--- config.mk ---
export PLATFORM = sky130hd
export DESIGN_NAME = ntt_result_collect_flat
export DESIGN_NICKNAME = d
export VERILOG_FILES = /design/src/design/ntt_pkg.sv /design/src/design/ntt_bf_lane_if.sv /design/src/design/ntt_result_collect.sv /design/src/flat_wrapper.sv
export SDC_FILE = /design/constraint.sdc
export NUM_CORES = 1
export LEC_CHECK = 0
export CAP_MARGIN = 10
export CORE_AREA = 2 2 109 111
export CTS_CLUSTER_SIZE = 8
export DETAILED_ROUTE_END_ITERATION = 12
export DIE_AREA = 0 0 111 113
export DONT_BUFFER_PORTS = 1
export GPL_TIMING_DRIVEN = 0
export PLACE_DENSITY = 0.38
export SETUP_SLACK_MARGIN = 0.1
export SLEW_MARGIN = 20
export SYNTH_ARGS = -nofsm -noshare
export SYNTH_HDL_FRONTEND = slang
export SYNTH_SLANG_ARGS = --single-unit
--- constraint.sdc ---
create_clock -name clk -period 1.5 [get_ports clk]
set_input_delay 0.15 -clock clk [delete_from_list [all_inputs] [get_ports clk]]
set_output_delay 0.15 -clock clk [all_outputs]
set_load 0.01 [all_outputs]
--- src/design/ntt_pkg.sv ---
`default_nettype none
//----------------------------------------------------------
// ML-DSA NTT butterfly definitions
// Modulus, coefficient width, mode encoding and latencies
//----------------------------------------------------------

package ntt_pkg;

    //----------------------------------------------------------
    // Arithmetic
    //----------------------------------------------------------

    // Coefficient width, smallest that holds q-1
    localparam int COEFF_W = 23;

    // ML-DSA prime, q = 2^23 - 2^13 + 1
    localparam logic [COEFF_W-1:0] Q = 23'd8380417;

    //----------------------------------------------------------
    // Structure and timing
    //----------------------------------------------------------

    // Four lanes, two per layer in the 2x2 arrangement
    localparam int NUM_LANES = 4;

    // One lane: multiply-reduce step, then add/sub step
    localparam int BF_LATENCY = 2;

    // Layer 1 feeds layer 2 directly
    localparam int LAYER2_LATENCY = 2 * BF_LATENCY;

    // Operation mode
    // ct/gs use the lanes as two layers, the rest run lanes in parallel
    typedef enum logic [2:0] {
        ct  = 3'd0,   // Forward NTT, Cooley-Tukey
        gs  = 3'd1,   // Inverse NTT, Gentleman-Sande
        pwm = 3'd2,   // Pointwise multiply
        pwa = 3'd3,   // Pointwise add
        pws = 3'd4    // Pointwise subtract
    } mode_t;

endpackage

`default_nettype wire

--- src/design/ntt_bf_lane_if.sv ---
`timescale 1ns/10ps
`default_nettype none
//----------------------------------------------------------
// Butterfly lane bundle
// Operands into one lane and the two results out of it
//----------------------------------------------------------

interface ntt_bf_lane_if;

    // Operands, all reduced below q
    logic [ntt_pkg::COEFF_W-1:0] opu;
    logic [ntt_pkg::COEFF_W-1:0] opv;
    logic [ntt_pkg::COEFF_W-1:0] opw;

    // Results, two cycles after the operands
    logic [ntt_pkg::COEFF_W-1:0] res_u;
    logic [ntt_pkg::COEFF_W-1:0] res_v;

    // Operand router, also taps layer-1 results
    modport feed (
        output opu, opv, opw,
        input  res_u, res_v
    );

    // Butterfly lane itself
    modport lane (
        input  opu, opv, opw,
        output res_u, res_v
    );

    // Result collector
    modport drain (
        input res_u, res_v
    );

endinterface

`default_nettype wire

--- src/design/ntt_result_collect.sv ---
`timescale 1ns/10ps
`default_nettype none
//----------------------------------------------------------
// Result collector for the 2x2 butterfly
// Maps lane results onto uv_o and times ready_o
//----------------------------------------------------------

module ntt_result_collect (
    input  wire                                                 clk,
    input  wire                                                 reset_n,
    input  wire                                                 zeroize_i,
    input  wire                                                 enable_i,
    input  wire ntt_pkg::mode_t                                 mode_i,
    ntt_bf_lane_if.drain                                        lane0,
    ntt_bf_lane_if.drain                                        lane1,
    ntt_bf_lane_if.drain                                        lane2,
    ntt_bf_lane_if.drain                                        lane3,
    output logic [ntt_pkg::NUM_LANES-1:0][ntt_pkg::COEFF_W-1:0] uv_o,
    output logic                                                ready_o
);

    logic two_layer;

    // Bit k holds enable from k+1 cycles back
    logic [ntt_pkg::LAYER2_LATENCY-1:0] en_dly;

    assign two_layer = (mode_i inside {ntt_pkg::ct, ntt_pkg::gs});

    //----------------------------------------------------------
    // Enable delay line
    //----------------------------------------------------------
    always_ff @(posedge clk or negedge reset_n) begin
        if (!reset_n) begin
            en_dly <= '0;
        end else if (zeroize_i) begin
            // Drops every pending ready pulse
            en_dly <= '0;
        end else begin
            en_dly <= {en_dly[ntt_pkg::LAYER2_LATENCY-2:0], enable_i};
        end
    end

    // Tap 4 for two layers, tap 2 for a single lane pass
    assign ready_o = two_layer ? en_dly[ntt_pkg::LAYER2_LATENCY-1]
                               : en_dly[ntt_pkg::BF_LATENCY-1];

    //----------------------------------------------------------
    // Output words
    //----------------------------------------------------------
    // Two-layer packs lane2.res_u in uv_o[3] down to lane3.res_v in uv_o[0]
    always_comb begin
        if (two_layer) begin
            uv_o = {lane2.res_u, lane2.res_v, lane3.res_u, lane3.res_v};
        end else begin
            uv_o[0] = lane0.res_u;
            uv_o[1] = lane1.res_u;
            uv_o[2] = lane2.res_u;
            uv_o[3] = lane3.res_u;
        end
    end

endmodule

`default_nettype wire

--- src/flat_wrapper.sv ---
// flat-port wrapper written by rule: the top's interface ports become plain ports
module ntt_result_collect_flat 
  (clk, reset_n, zeroize_i, enable_i, mode_i, uv_o, ready_o, lane0_res_u, lane0_res_v, lane1_res_u, lane1_res_v, lane2_res_u, lane2_res_v, lane3_res_u, lane3_res_v);
  ntt_bf_lane_if lane0_i ();
  ntt_bf_lane_if lane1_i ();
  ntt_bf_lane_if lane2_i ();
  ntt_bf_lane_if lane3_i ();
  input  wire clk;
  input  wire reset_n;
  input  wire zeroize_i;
  input  wire enable_i;
  input  wire ntt_pkg::mode_t mode_i;
  output logic [ntt_pkg::NUM_LANES-1:0][ntt_pkg::COEFF_W-1:0] uv_o;
  output logic ready_o;
  input wire logic [$bits(lane0_i.res_u)-1:0] lane0_res_u;
  input wire logic [$bits(lane0_i.res_v)-1:0] lane0_res_v;
  input wire logic [$bits(lane1_i.res_u)-1:0] lane1_res_u;
  input wire logic [$bits(lane1_i.res_v)-1:0] lane1_res_v;
  input wire logic [$bits(lane2_i.res_u)-1:0] lane2_res_u;
  input wire logic [$bits(lane2_i.res_v)-1:0] lane2_res_v;
  input wire logic [$bits(lane3_i.res_u)-1:0] lane3_res_u;
  input wire logic [$bits(lane3_i.res_v)-1:0] lane3_res_v;
  assign lane0_i.res_u = lane0_res_u;
  assign lane0_i.res_v = lane0_res_v;
  assign lane1_i.res_u = lane1_res_u;
  assign lane1_i.res_v = lane1_res_v;
  assign lane2_i.res_u = lane2_res_u;
  assign lane2_i.res_v = lane2_res_v;
  assign lane3_i.res_u = lane3_res_u;
  assign lane3_i.res_v = lane3_res_v;
  ntt_result_collect u_core (.clk(clk), .reset_n(reset_n), .zeroize_i(zeroize_i), .enable_i(enable_i), .mode_i(mode_i), .lane0(lane0_i), .lane1(lane1_i), .lane2(lane2_i), .lane3(lane3_i), .uv_o(uv_o), .ready_o(ready_o));
endmodule
## After elaboration in Yosys (flattened, before gate mapping)

Index checks and enable logic that the tools add are counted.
W data, S select, Z words.

| cells by class | value |
|---|---|
| add/sub/neg operators | 0 |
| multiply operators | 0 |
| divide/modulo/power cells | 0 |
| $lt $le $gt $ge | 0 |
| equal/unequal tests | 1 |
| shift operators | 0 |
| multiplexer cells | 3 |
| bitwise gates (word level) | 0 |
| reductions and logical operators | 2 |

Operators by type and width:

| operator | count |
|---|---|
| $mux W92 | 1 |
| $mux W4 | 1 |
| $eq A3 B1 Y1 const B | 1 |
| $logic_not A3 Y1 | 1 |
| $reduce_bool A2 Y1 | 1 |
| $mux W1 | 1 |

| word-level totals | value |
|---|---|
| flip-flop bits (word level) | 4 |
| latch bits | 0 |
| bits in writable memories | 0 |
| ROM bits | 0 |
| input port bits | 191 |
| output and inout bits | 93 |
| word-level logic and storage cells | 7 |
| memories | 0 |

## Logic depth before layout (Yosys ltp)

| logic depth | value |
|---|---|
| depth in word-level cells | 3 |
| mapped depth | 4 |

## Worst setup path after synthesis

No wires, ideal clock.

| timing | value |
|---|---|
| path type | input port to output port |
| start point | input mode_i[2] |
| end point | output uv_o[19] (netlist bit) |
| data arrival time | 897 ps |
| required time | 1350 ps |
| slack | 453 ps |
| cell stages on the path | 4 |
| cells stage by stage | nor2_4 buf_12 buf_12 mux2_4 |

RTL lines:

| item | line | source |
|---|---|---|
| start, declared | flat_wrapper.sv:12 | `input wire ntt_pkg::mode_t mode_i;` |
| end, declared | flat_wrapper.sv:13 | `output logic [ntt_pkg::NUM_LANES-1:0][ntt_pkg::COEFF_W-1:0] uv_o;` |

==> results.toml <==
[outcome]
status = "completed"

[hold_path]
hp-class = "input port to flop"
hold_path_depth = 1

[timing]
max_slew_margin_pct = 86.0
worst_slew_pin_slew_ns = 0.209
skew_ns = 0.000669
fin_tns_setup_ns = 0
report.final.hold_viol_count = 0
hold_ws_ns = 0.0790
finalMaxSlewViolations = 0
rsz0062_at_grt = "no"
min_period_ns = 1.14
setup_ws_ns = 0.359
timing.fmax_mhz = 876
finalSetupViolCount = 0
min_period_over_period_pct = 76.1

[worst_setup_path]
crit_family = "buffers and inverters"
arrival_ns = 0.99
reg2regPathDepth = 1
critPathSlowestCell = "mux2_4"
crit_path_start_kind = "input port"
slowest_delay_ns = 0.34
cp.required_ns = 1.35
path_cells = "nor2_4 > buf_12 > buf_12 > mux2_4"
path_class = "input port to output port"
cp_num_cells = 4
worst-path-buf-inv = 2
end_kind = "output port"
crit_path_max_fanout = 10
cpMostUsedCell = "buf_12"

[clock_network]
worst_skew_pair.late_latency_ns = 0.22
cts_tree = "built"
cts_root_buf = "clkbuf_16"
ctsResizeCount = 0
cts_setup_buffers = 0
hold_buffers = 2
path_clk_slew_ns = 0.03
cts_made_buffers = 3
htreeDepth = 1
cts.sinks = 4
clk_path_buf_depth = 2

[drt]
wl_per_cell_um = 17.4
route.detailed.drc = 0
vias = 1039
routed_wl_um = 4520
drtAntennaViolNets = 0
first_iter_violations = 12
vias_per_cell = 4.00
drt_first_pass_iters = 3

[finish]
largest_register = "u_core.en_dly"
largest_registers = "u_core.en_dly: 4 flops"
nets = 310
drive_above_1_share_pct = 91.5
n_antenna_cell = 0
largest_reg_flops = 4
syn2layout_area_growth_pct = 16.9

[flow_run]
max_cap_violations = 0

[grt]
antenna_found_initial = 0
grt_overflow = 0
grt_pass1_vias = 1012
grt_start_max_net_pins = 11
globalRouteTotalUtil_pct = 5.56
grt_pass1_wl_um = 5350

[synth]
yosysWarnings = 0
synth_nets = 303
syn_area_per_cell_um2 = 14.5
synth_cell_types = 7
synth_seq_cells = 4
syn-cell-area_um2 = 1620
yosysSeqAreaShare_pct = 6.17
postSynthCellCount = 112

[pwr]
ir_worst_vdd_uv = 1120
power_density_nw_per_um2 = 581
leakagePower_nw = 0.802

[floorplanning]
die_w_um = 111
io_pins = 284
start_util_pct = 14.4
die_area_um2 = 12500
core_area_um2 = 11300
die_y_um = 113
row_count = 39

[placed_design]
pre_cts_slack_ns = 0.334
portBuffers = 0
gp_congestion = 0.692
dpl.hpwl_um = 4020
-- Yosys cell counts --
master / instances / area share [%]
buf_4: 2 / 0.93
nor2_4: 1 / 0.69
dfrtp_1: 4 / 6.2
buf_12: 8 / 9.9
mux2_4: 70 / 65
mux2_2: 23 / 16
nor2b_1: 4 / 1.5
-- final timing paths --
| check | slack, ns | end | from |
|---|---|---|---|
| worst min register to register | 0.47 | u_core.en_dly[1] | u_core.en_dly[0] |
| worst max-delay path | 0.36 | uv_o[46] | mode_i[2] |
| worst max register to register | 0.89 | u_core.en_dly[2] | u_core.en_dly[1] |
| worst min-delay path | 0.08 | u_core.en_dly[0] | enable_i |
| max in group asynchronous | 1.11 | u_core.en_dly[2] | reset_n |
| min in group asynchronous | 0.21 | u_core.en_dly[0] | reset_n |
-- layer usage --
layer	vias up	track usage, %	wire, um
li1	432	-	-
met1	465	4.78	1300
met2	140	12.4	2620
met3	2	1.61	554
met4	0	1.08	41
met5	-	0	0
-- placed cells by master (no fill, tap or decap) --
cell type and n:
clkbuf_16 3, nor2_4 1, buf_4 2, mux2_4 70, dfrtp_1 4, dlygate4sd3_1 2, buf_12 8, nor2b_1 4
mux2_2 23
-- layout make-up --
cell class,instances,area (um2)
Buffer,10,175
Clock buffer,3,75.1
Fill cell,1220,9380
Multi-Input combinational cell,98,1350
Sequential cell,4,100
Tap cell,143,179
Timing Repair Buffer,2,20.0
-- metrics by stage --
| step | power (mW) | area (um2) | instances | utilization (%) |
|---|---|---|---|---|
| after detailed placement | 0.696 | 1800 | 255 | 16.0 |
| after global placement | 0.700 | 1800 | 255 | 16.0 |
| after floorplan | 0.641 | 1620 | 112 | - |
| after CTS | 1.12 | 1900 | 260 | 16.8 |
| after global routing | 1.14 | 1900 | 260 | 16.8 |
| final | 1.10 | 1900 | 260 | 16.8 |
-- cell families (layout without fill, tap and decap cells) --
group | count (synthesis) | after routing | share of synthesized area (%)
buffers and inverters | 10 | 15 | 10.8
flip-flops | 4 | 4 | 6.17
multiplexers | 93 | 93 | 80.8
AND/OR/NAND/NOR | 5 | 5 | 2.24
-- where the power goes --
group | internal (mW) | total [mW] | switching (mW)
Sequential | 0.112 | 0.113 | 0.00105
Clock | 0.340 | 0.409 | 0.0693
Combinational | 0.324 | 0.579 | 0.255
Total | 0.776 | 1.10 | 0.325
No activity file was read; power rests on OpenSTA's default activity.
