===== config.mk =====
export PLATFORM = sky130hd
export DESIGN_NAME = ntt_operand_router_flat
export DESIGN_NICKNAME = d
export VERILOG_FILES = /design/src/design/ntt_pkg.sv /design/src/design/ntt_bf_lane_if.sv /design/src/design/ntt_operand_router.sv /design/src/flat_wrapper.sv
export SDC_FILE = /design/constraint.sdc
export NUM_CORES = 1
export LEC_CHECK = 0
export BUFFER_PORTS_ARGS = -buffer_cell sky130_fd_sc_hd__buf_4
export CAP_MARGIN = 20
export CORE_AREA = 2 2 286 288
export CTS_BUF_LIST = sky130_fd_sc_hd__clkbuf_4 sky130_fd_sc_hd__clkbuf_8 sky130_fd_sc_hd__clkbuf_16
export DETAILED_ROUTE_END_ITERATION = 10
export DIE_AREA = 0 0 288 290
export PLACE_DENSITY = 0.35
export SLEW_MARGIN = 20
export SYNTH_ARGS = -nofsm -noshare
export SYNTH_HDL_FRONTEND = slang
export SYNTH_SLANG_ARGS = --single-unit
export TNS_END_PERCENT = 50

===== constraint.sdc =====
create_clock -name clk -period 5.8 [get_ports clk]
set_clock_uncertainty 0.1 [all_clocks]
set_input_delay 1.74 -clock clk [delete_from_list [all_inputs] [get_ports clk]]
set_output_delay 1.74 -clock clk [all_outputs]
set_load 0.005 [all_outputs]

===== src/design/ntt_pkg.sv =====
`default_nettype none
//----------------------------------------------------------
// ML-DSA NTT butterfly definitions
// Modulus, coefficient width, mode encoding and latencies
//----------------------------------------------------------

package ntt_pkg;

    //----------------------------------------------------------
    // Arithmetic
    //----------------------------------------------------------

    // Coefficient width, smallest that holds q-1
    localparam int COEFF_W = 23;

    // ML-DSA prime, q = 2^23 - 2^13 + 1
    localparam logic [COEFF_W-1:0] Q = 23'd8380417;

    //----------------------------------------------------------
    // Structure and timing
    //----------------------------------------------------------

    // Four lanes, two per layer in the 2x2 arrangement
    localparam int NUM_LANES = 4;

    // One lane: multiply-reduce step, then add/sub step
    localparam int BF_LATENCY = 2;

    // Layer 1 feeds layer 2 directly
    localparam int LAYER2_LATENCY = 2 * BF_LATENCY;

    // Operation mode
    // ct/gs use the lanes as two layers, the rest run lanes in parallel
    typedef enum logic [2:0] {
        ct  = 3'd0,   // Forward NTT, Cooley-Tukey
        gs  = 3'd1,   // Inverse NTT, Gentleman-Sande
        pwm = 3'd2,   // Pointwise multiply
        pwa = 3'd3,   // Pointwise add
        pws = 3'd4    // Pointwise subtract
    } mode_t;

endpackage

`default_nettype wire


===== src/design/ntt_bf_lane_if.sv =====
`timescale 1ns/10ps
`default_nettype none
//----------------------------------------------------------
// Butterfly lane bundle
// Operands into one lane and the two results out of it
//----------------------------------------------------------

interface ntt_bf_lane_if;

    // Operands, all reduced below q
    logic [ntt_pkg::COEFF_W-1:0] opu;
    logic [ntt_pkg::COEFF_W-1:0] opv;
    logic [ntt_pkg::COEFF_W-1:0] opw;

    // Results, two cycles after the operands
    logic [ntt_pkg::COEFF_W-1:0] res_u;
    logic [ntt_pkg::COEFF_W-1:0] res_v;

    // Operand router, also taps layer-1 results
    modport feed (
        output opu, opv, opw,
        input  res_u, res_v
    );

    // Butterfly lane itself
    modport lane (
        input  opu, opv, opw,
        output res_u, res_v
    );

    // Result collector
    modport drain (
        input res_u, res_v
    );

endinterface

`default_nettype wire


===== src/design/ntt_operand_router.sv =====
`timescale 1ns/10ps
`default_nettype none
//----------------------------------------------------------
// Operand router for the 2x2 butterfly
// Feeds all four lanes, crosses layer-1 results into layer 2
//----------------------------------------------------------

module ntt_operand_router (
    input  wire                                                clk,
    input  wire                                                reset_n,
    input  wire                                                zeroize_i,
    input  wire ntt_pkg::mode_t                                mode_i,
    input  wire [ntt_pkg::NUM_LANES-1:0][ntt_pkg::COEFF_W-1:0] u_i,
    input  wire [ntt_pkg::NUM_LANES-1:0][ntt_pkg::COEFF_W-1:0] v_i,
    input  wire [ntt_pkg::NUM_LANES-1:0][ntt_pkg::COEFF_W-1:0] w_i,
    ntt_bf_lane_if.feed                                        lane0,
    ntt_bf_lane_if.feed                                        lane1,
    ntt_bf_lane_if.feed                                        lane2,
    ntt_bf_lane_if.feed                                        lane3
);

    localparam int W = ntt_pkg::COEFF_W;
    localparam int D = ntt_pkg::BF_LATENCY;

    logic two_layer;

    // Layer-2 twiddles, index D-1 is the oldest
    logic [D-1:0][W-1:0] w2_dly;
    logic [D-1:0][W-1:0] w3_dly;

    assign two_layer = (mode_i inside {ntt_pkg::ct, ntt_pkg::gs});

    //----------------------------------------------------------
    // Twiddle alignment with layer-1 results
    //----------------------------------------------------------
    always_ff @(posedge clk or negedge reset_n) begin
        if (!reset_n) begin
            w2_dly <= '0;
            w3_dly <= '0;
        end else if (zeroize_i) begin
            w2_dly <= '0;
            w3_dly <= '0;
        end else begin
            w2_dly <= {w2_dly[D-2:0], w_i[2]};
            w3_dly <= {w3_dly[D-2:0], w_i[3]};
        end
    end

    //----------------------------------------------------------
    // Layer 1 lanes, always straight from the inputs
    //----------------------------------------------------------
    assign lane0.opu = u_i[0];
    assign lane0.opv = v_i[0];
    assign lane0.opw = w_i[0];

    assign lane1.opu = u_i[1];
    assign lane1.opv = v_i[1];
    assign lane1.opw = w_i[1];

    //----------------------------------------------------------
    // Layer 2 lanes
    //----------------------------------------------------------
    // Two-layer: lane 2 gets both u results, lane 3 both v results
    // Pointwise: plain inputs, twiddle unused but passed anyway
    always_comb begin
        if (two_layer) begin
            lane2.opu = lane0.res_u;
            lane2.opv = lane1.res_u;
            lane2.opw = w2_dly[D-1];
            lane3.opu = lane0.res_v;
            lane3.opv = lane1.res_v;
            lane3.opw = w3_dly[D-1];
        end else begin
            lane2.opu = u_i[2];
            lane2.opv = v_i[2];
            lane2.opw = w_i[2];
            lane3.opu = u_i[3];
            lane3.opv = v_i[3];
            lane3.opw = w_i[3];
        end
    end

endmodule

`default_nettype wire


===== src/flat_wrapper.sv =====
// flat-port wrapper written by rule: the top's interface ports become plain ports
module ntt_operand_router_flat 
  (clk, reset_n, zeroize_i, mode_i, u_i, v_i, w_i, lane0_opu, lane0_opv, lane0_opw, lane0_res_u, lane0_res_v, lane1_opu, lane1_opv, lane1_opw, lane1_res_u, lane1_res_v, lane2_opu, lane2_opv, lane2_opw, lane2_res_u, lane2_res_v, lane3_opu, lane3_opv, lane3_opw, lane3_res_u, lane3_res_v);
  ntt_bf_lane_if lane0_i ();
  ntt_bf_lane_if lane1_i ();
  ntt_bf_lane_if lane2_i ();
  ntt_bf_lane_if lane3_i ();
  input  wire clk;
  input  wire reset_n;
  input  wire zeroize_i;
  input  wire ntt_pkg::mode_t mode_i;
  input  wire [ntt_pkg::NUM_LANES-1:0][ntt_pkg::COEFF_W-1:0] u_i;
  input  wire [ntt_pkg::NUM_LANES-1:0][ntt_pkg::COEFF_W-1:0] v_i;
  input  wire [ntt_pkg::NUM_LANES-1:0][ntt_pkg::COEFF_W-1:0] w_i;
  output wire logic [$bits(lane0_i.opu)-1:0] lane0_opu;
  output wire logic [$bits(lane0_i.opv)-1:0] lane0_opv;
  output wire logic [$bits(lane0_i.opw)-1:0] lane0_opw;
  input wire logic [$bits(lane0_i.res_u)-1:0] lane0_res_u;
  input wire logic [$bits(lane0_i.res_v)-1:0] lane0_res_v;
  output wire logic [$bits(lane1_i.opu)-1:0] lane1_opu;
  output wire logic [$bits(lane1_i.opv)-1:0] lane1_opv;
  output wire logic [$bits(lane1_i.opw)-1:0] lane1_opw;
  input wire logic [$bits(lane1_i.res_u)-1:0] lane1_res_u;
  input wire logic [$bits(lane1_i.res_v)-1:0] lane1_res_v;
  output wire logic [$bits(lane2_i.opu)-1:0] lane2_opu;
  output wire logic [$bits(lane2_i.opv)-1:0] lane2_opv;
  output wire logic [$bits(lane2_i.opw)-1:0] lane2_opw;
  input wire logic [$bits(lane2_i.res_u)-1:0] lane2_res_u;
  input wire logic [$bits(lane2_i.res_v)-1:0] lane2_res_v;
  output wire logic [$bits(lane3_i.opu)-1:0] lane3_opu;
  output wire logic [$bits(lane3_i.opv)-1:0] lane3_opv;
  output wire logic [$bits(lane3_i.opw)-1:0] lane3_opw;
  input wire logic [$bits(lane3_i.res_u)-1:0] lane3_res_u;
  input wire logic [$bits(lane3_i.res_v)-1:0] lane3_res_v;
  assign lane0_opu = lane0_i.opu;
  assign lane0_opv = lane0_i.opv;
  assign lane0_opw = lane0_i.opw;
  assign lane0_i.res_u = lane0_res_u;
  assign lane0_i.res_v = lane0_res_v;
  assign lane1_opu = lane1_i.opu;
  assign lane1_opv = lane1_i.opv;
  assign lane1_opw = lane1_i.opw;
  assign lane1_i.res_u = lane1_res_u;
  assign lane1_i.res_v = lane1_res_v;
  assign lane2_opu = lane2_i.opu;
  assign lane2_opv = lane2_i.opv;
  assign lane2_opw = lane2_i.opw;
  assign lane2_i.res_u = lane2_res_u;
  assign lane2_i.res_v = lane2_res_v;
  assign lane3_opu = lane3_i.opu;
  assign lane3_opv = lane3_i.opv;
  assign lane3_opw = lane3_i.opw;
  assign lane3_i.res_u = lane3_res_u;
  assign lane3_i.res_v = lane3_res_v;
  ntt_operand_router u_core (.clk(clk), .reset_n(reset_n), .zeroize_i(zeroize_i), .mode_i(mode_i), .u_i(u_i), .v_i(v_i), .w_i(w_i), .lane0(lane0_i), .lane1(lane1_i), .lane2(lane2_i), .lane3(lane3_i));
endmodule

# == Yosys cells after proc, flatten, opt, wreduce, memory -nomap -nowiden ==
# Index checks and enable logic that the tools add are counted.
# word_totals
inputBits,466
reg_bits,92
elab_cells,15
out_inout_bits,276
# classes
muxes,8
n_reduce_logical,2
n_eq_ne,1
# op_table
cell,n
2-to-1 mux 23 bit,6
2-to-1 mux 46 bit,2
equality test 3 x 1 -> 1 bit (second input constant),1
zero test 3 bit,1
nonzero test 2 bit,1

# == Logic depth before layout (Yosys ltp) ==
# Gate-level depths: netlist of the first run.
# logic_depth
word_depth,3
mapped_depth,4
depth_no_buf,2

# == Worst setup path after synthesis of the first run ==
# Ideal clock, no wire load.
# synth_path
path_kind,in2out
start,in mode_i[2]
end,out lane2_opu[12]
stages,4
arrival_ns,2.507
path_buffers,2
path_slack_ns,1.453
required_ns,3.960
cell_sequence,nor2_4 > buf_12 > buf_12 > mux2_4
# synth_via
elab_chain_len,3
elab_cells_between_ends,4
classes_between,1 x eq/ne; 1 x mux; 2 x reduce/logical
# synth_rtl
element,line_no,source
"start, declared",flat_wrapper.sv:11,input wire ntt_pkg::mode_t mode_i;
equality test 3 x 1 -> 1 bit / zero test 3 bit (equally long branches),ntt_operand_router.sv:31,"assign two_layer = (mode_i inside {ntt_pkg::ct, ntt_pkg::gs});"
nonzero test 2 bit *,ntt_operand_router.sv:31,
2-to-1 mux 23 bit *,ntt_operand_router.sv:66,if (two_layer) begin
"end, declared",flat_wrapper.sv:25,output wire logic [$bits(lane2_i.opu)-1:0] lane2_opu;
# Every way passes the cells marked *; elsewhere a longest branch is shown, timed or not.

# == Worst setup path in the final report of the first run ==
# layout_path
start,in mode_i[2]
end,out lane2_opv[13]
# layout_via
elab_chain_len,3
elab_cells_between_ends,4
classes_between,1 x eq/ne; 1 x mux; 2 x reduce/logical
# layout_rtl
element,line_no,source
equality test 3 x 1 -> 1 bit / zero test 3 bit (equally long branches),ntt_operand_router.sv:31,
nonzero test 2 bit *,ntt_operand_router.sv:31,
2-to-1 mux 23 bit *,ntt_operand_router.sv:66,
"end, declared",flat_wrapper.sv:26,output wire logic [$bits(lane2_i.opv)-1:0] lane2_opv;
# Marks and branches as above.

==> results.toml, run 1 <==
[setup_path]
arrival_ns = 3.19
worstPathRequired_ns = 3.96
critical_path.most_common_cell = "buf_4"
cp-end-kind = "output port"
cp-start-kind = "primary input"
crit_type = "in2out"
worstPathMaxFanout = 81
crit_chain = "buf_4, nor2_4, buf_12, mux2_4, buf_4"
slowest_stage = "mux2_4"
slowest_delay_ns = 0.40

[global_routing]
grt_pass1_vias = 4475
grt_overflow = 0
grt_max_degree = 82
antenna_found_initial = 1
grt_use_total_pct = 4.89
grt_pass1_wl_um = 29800

[route]
wire_per_inst_um = 12.0
antenna_left = 0
vias = 4138
drc_errors = 0
routed_via_density = 2.33
wl_um = 21300
dr.pass1.iters = 4
drtIter0Drc = 72

[power]
vdd_drop_max_uv = 99.2
powerDensity_mw_per_mm2 = 191
power_uw = 1770
leakage_uw = 0.00429

[timing]
worst_slew_pin_slew_ns = 0.913
hold_ws_ns = 0.350
fin_crit_sh_pct = 86.7
finalSetupTns_ns = 0
fmax_ghz = 0.199
slew_headroom_pct = 39.2
setup_slack_ns = 0.773
min_period_ns = 5.03
slew_viol_final = 0
setup_violations = 0
finalHoldViolCount = 0
rsz0062_at_grt = "false"

[logic_synthesis]
ys.warnings.count = 0
syn_nets = 952
syn_area_mm2 = 0.00617
ys_ff_latch = 92
ys_types = 11
syn-mean-instance-area_um2 = 12.7
syn_inst = 486
ys_seq_area_share_pct = 37.3

[cts]
path_clk_slew_ns = 0.09
cts_resized = 0
cts_root_buffer = "clkbuf_16"
cts.sinks = 92
cts_tree = "yes"
cts_buffers = 9
cts_max_level = 3
worstSkewPairLatency_ns = 0.38
cts_buffer_depth = 2
post_cts_buffers = 0
cts_hold_buf = 0

[floorplan]
num_rows = 104
start_util_pct = 7.69
ioPinCount = 742
die_area_mm2 = 0.0835
core_region_area_mm2 = 0.0802
die_width_um = 288
die_h_um = 290

[layout]
area_delta_synth_final_pct = 50.8
num-fill-cells = 9229
final_common_cell = "buf_4"
mostFrequentLayoutCells = "buf_4, mux2_4, nor2b_1, dfrtp_1, mux2_2"
fin_nets = 1176
final_layout_size_suffix_gt1_share_pct = 74.3

[place]
dp_hpwl_um = 16400
port_buffers = 372
pre_cts_slack_ns = 0.817
gp_congestion = 0.694

[min_path]
hp-class = "reg2reg"

[run]
cap_violations = 0

[outcome]
status = "finished, final reports clean"
sequential cells by signal, summed over array words and instances, names as in the netlist:
register,cells
u_core.w2_dly,46
u_core.w3_dly,46
cells in the mapped netlist:
master      n  area [um^2]
buf_6       1         11.3
mux2_4    101         1520
buf_12     11          220
buf_8       2         30.0
buf_2       1         5.00
mux2_2     37          417
nor2_4      1         11.3
clkbuf_1    9         33.8
dfrtp_1    92         2300
buf_4     139         1040
nor2b_1    92          576
routing by layer:
metal | vias to the layer above | share of wire (%) | GRT usage (%) | wire length, um
met4 | 4 | 4.8 | 3.11 | 1020
li1 | 1891 | - | - | -
met5 | - | 0.29 | 0.988 | 61
met2 | 278 | 43 | 7.08 | 9170
met3 | 56 | 13 | 2.90 | 2850
met1 | 1909 | 38 | 5.32 | 8160
stage by stage:
| stage | std cells | utilization (%) | cell area (um^2) |
|---|---|---|---|
| after floorplan | 486 | - | 6170 |
| after global placement | 1759 | 11.2 | 9000 |
| after detailed placement | 1759 | 11.2 | 9000 |
| after CTS | 1775 | 11.6 | 9300 |
| after global routing | 1775 | 11.6 | 9300 |
| final | 1776 | 11.6 | 9300 |
kinds of logic after synthesis:
family                 Yosys count  share of synthesized area, %
and+or+nand+nor                 93                          9.52
DFF                             92                          37.3
buffers and inverters          163                          21.8
muxes                          138                          31.4
cell type report:
type	instances	area, um^2	area share [%]
multi-input combinational	231	2520	27.1
antenna	1	2.50	0.0269
sequential	92	2300	24.8
clock buffer	9	225	2.42
timing repair buffer	376	2850	30.6
clock inverter	7	73.8	0.794
tap	1060	1330	14.3
final timing paths:
kind,start,to,slack [ns],cells after the start
worst max-delay path,mode_i[2],lane2_opv[13],0.77,5
worst min-delay path,u_core.w3_dly[22],u_core.w3_dly[45],0.35,1
worst max register to register,u_core.w2_dly[6],u_core.w2_dly[29],5.07,1
worst min register to register,u_core.w3_dly[22],u_core.w3_dly[45],0.35,1
max in group asynchronous,reset_n,u_core.w3_dly[22],3.26,2
min in group asynchronous,reset_n,u_core.w3_dly[37],1.39,1
critical path: cells and delay by family:
kind / cells / cell delay, ns
multiplexers: 1 / 0.40
buffers and inverters: 3 / 0.65
AND/OR/NAND/NOR: 1 / 0.16
where the power goes:
group	leakage [uW]	switching (uW)	internal, uW	total [uW]
combinational	0.00293	152	302	454
clock	0.000148	338	307	645
sequential	0.00121	7.01	669	676
total	0.00429	496	1280	1770
(Power assumes the default switching activity.)
==> run 2, diff against run 1 <==
- ABC_AREA: unset -> 1
- CORE_AREA: 2 2 286 288 -> 2 2 292 294
- DIE_AREA: 0 0 288 290 -> 0 0 294 296
- PLACE_DENSITY: 0.35 -> 0.34
==> results.toml, run 2 <==
[logic_synthesis]
syn_nets = 1350
syn_area_mm2 = 0.00606
syn-mean-instance-area_um2 = 6.86
ys_ff_latch = 92
synth_area_leader_cell = "dfrtp_1"
synthSimpleGateAreaFrac_pct = 23.0
synthFlopType = "dfrtp_1"
syn_inst = 884
synth_fa_ha_area_share_pct = 0
synth_edf_count = 0
ys.warnings.count = 0
synth_compound_area_share_pct = 11.4
ys_types = 12
synth_xor_xnor_area_share_pct = 0
synth_common_cells = "nand2_1, buf_4, o21ai_0"
ys_seq_area_share_pct = 38.0
synth_top_area_share_pct = 38.0
ys_async_sr_fraction_pct = 100
synth_top_family_by_area = "buffers and inverters"
yosys-mux-area-fraction_pct = 0
post-synth-top-count-cell = "nand2_1"
synth_top_cells_by_area = "dfrtp_1, buf_4, nand2_1"

[route]
wire_per_inst_um = 18.5
dr.pass1.iters = 4
drc_errors = 0
wl_um = 40400
antenna_left = 0
routed_via_density = 2.83
drtIter0Drc = 223
vias = 6165

[floorplan]
num_rows = 107
die_h_um = 296
die_area_mm2 = 0.0870
core_region_area_mm2 = 0.0842
ioPinCount = 742
start_util_pct = 7.20
die_width_um = 294

[setup_path]
reg2regPathDepth = 2
r2r_slack_ns = 5.12
cp_num_buf_inv = 3
cp-endpoint = "lane2_opw[0]"
crit_type = "in2out"
worstPathMaxFanout = 85
arrival_ns = 3.16
crit_start = "mode_i[2]"
reg2reg_from = "u_core.w2_dly[7]"
timing.rr.end = "u_core.w2_dly[30]"
slowest_stage = "buf_12"
cp-end-kind = "output port"
path_depth = 6
cpLargestDelayFamily = "buffers and inverters"
cp-start-kind = "primary input"
crit_chain = "buf_4, nor2_4, buf_12, nand2_1, nand2_1, buf_4"
worstPathRequired_ns = 3.96
slowest_delay_ns = 0.30

[place]
gp_congestion = 0.788
port_buffers = 372
dp_hpwl_um = 33800

[layout]
final_common_cell = "buf_4"
fin_nets = 1552
area_delta_synth_final_pct = 54.4
largest_registers = "u_core.w2_dly x46, u_core.w3_dly x46"
final_layout_size_suffix_gt1_share_pct = 36.8
mostFrequentLayoutCells = "buf_4, nand2_1, o21ai_0"

[power]
vdd_drop_max_uv = 108
leakage_uw = 0.00471
power_uw = 1780
powerDensity_mw_per_mm2 = 191

[cts]
cts_buffers = 9
cts_max_level = 3
cts_hold_buf = 0
path_clk_slew_ns = 0.08
worstSkewPairLatency_ns = 0.36
post_cts_buffers = 0
cts.sinks = 92
cts_root_buffer = "clkbuf_16"
cts_tree = "yes"
cts_buffer_depth = 2
cts_resized = 0

[global_routing]
grt_use_total_pct = 8.77
grt_max_degree = 86
grt_pass1_wl_um = 51800
grt_overflow = 0
antenna_found_initial = 16
grt_pass1_vias = 6025

[timing]
rsz0062_at_grt = "false"
finalHoldViolCount = 0
finalSetupTns_ns = 0
setup_violations = 0
slew_headroom_pct = 40.3
worst_slew_pin_slew_ns = 0.896
fmax_ghz = 0.200
slew_viol_final = 0
fin_crit_sh_pct = 86.2
min_period_ns = 5.00

[min_path]
hp-class = "reg2reg"

[run]
cap_violations = 0

[outcome]
status = "finished, final reports clean"
==> run 2: per-layer routing <==
metal | routed length (um) | up-vias | share of wire [%] | GRT usage, %
met3 | 5260 | 78 | 13 | 4.79
met1 | 13900 | 2791 | 34 | 8.93
met5 | 50 | - | 0.12 | 0
met4 | 1820 | 8 | 4.5 | 4.12
met2 | 19400 | 366 | 48 | 14.7
li1 | - | 2922 | - | -
==> run 2: layout make-up <==
cell class / instances / area (um^2)
fill: 9825 / 74800
timing repair buffer: 384 / 2950
sequential: 92 / 2300
multi-input combinational: 507 / 2080
tap: 1090 / 1360
inverter: 92 / 345
clock buffer: 9 / 225
clock inverter: 7 / 92.6
antenna: 1 / 2.50
==> run 2: where the power goes <==
part / leakage (uW) / internal, uW / switching (uW)
clock: 0.000155 / 346 / 299
sequential: 0.00121 / 669 / 7.34
combinational: 0.00334 / 238 / 225
==> run 2: stage by stage <==
stage | instances | utilization, % | setup WS [ns] | hold WS (ns) | area, um^2
3_3_place_gp | 2165 | 10.7 | 0.831 | 0.336 | 9040
5_1_grt | 2181 | 11.1 | 0.679 | 0.373 | 9360
2_1_floorplan | 884 | - | 1.56 | 0.334 | 6060
6_report | 2182 | 11.1 | 0.800 | 0.352 | 9360
4_1_cts | 2181 | 11.1 | 0.796 | 0.359 | 9360
3_5_place_dp | 2165 | 10.7 | 0.797 | 0.342 | 9040
==> run 2: worst min path at each step <==
| stage | from | end | slack (ns) | cells past startpoint |
|---|---|---|---|---|
| 2_1_floorplan | u_core.w2_dly[0] | u_core.w2_dly[23] | 0.33 | 2 |
| 4_1_cts | u_core.w3_dly[4] | u_core.w3_dly[27] | 0.36 | 2 |
| 3_3_place_gp | u_core.w2_dly[10] | u_core.w2_dly[33] | 0.34 | 2 |
| 6_report | u_core.w3_dly[14] | u_core.w3_dly[37] | 0.35 | 2 |
| 3_5_place_dp | u_core.w3_dly[12] | u_core.w3_dly[35] | 0.34 | 2 |
| 5_1_grt | u_core.w3_dly[14] | u_core.w3_dly[37] | 0.37 | 2 |
==> run 2: kinds of logic (layout without fill, tap and decap cells) <==
kind of cell | after synthesis | in the layout
compound gates | 138 | 138
buf+inv | 285 | 492
flops | 92 | 92
other cells | 0 | 1
simple gates | 369 | 369
==> run 2: worst min-delay path: cells and delay by family (launching register included) <==
family	cells	cell delay (ns)
buf+inv	1	0.03
flops	1	0.32
simple gates	1	0.07
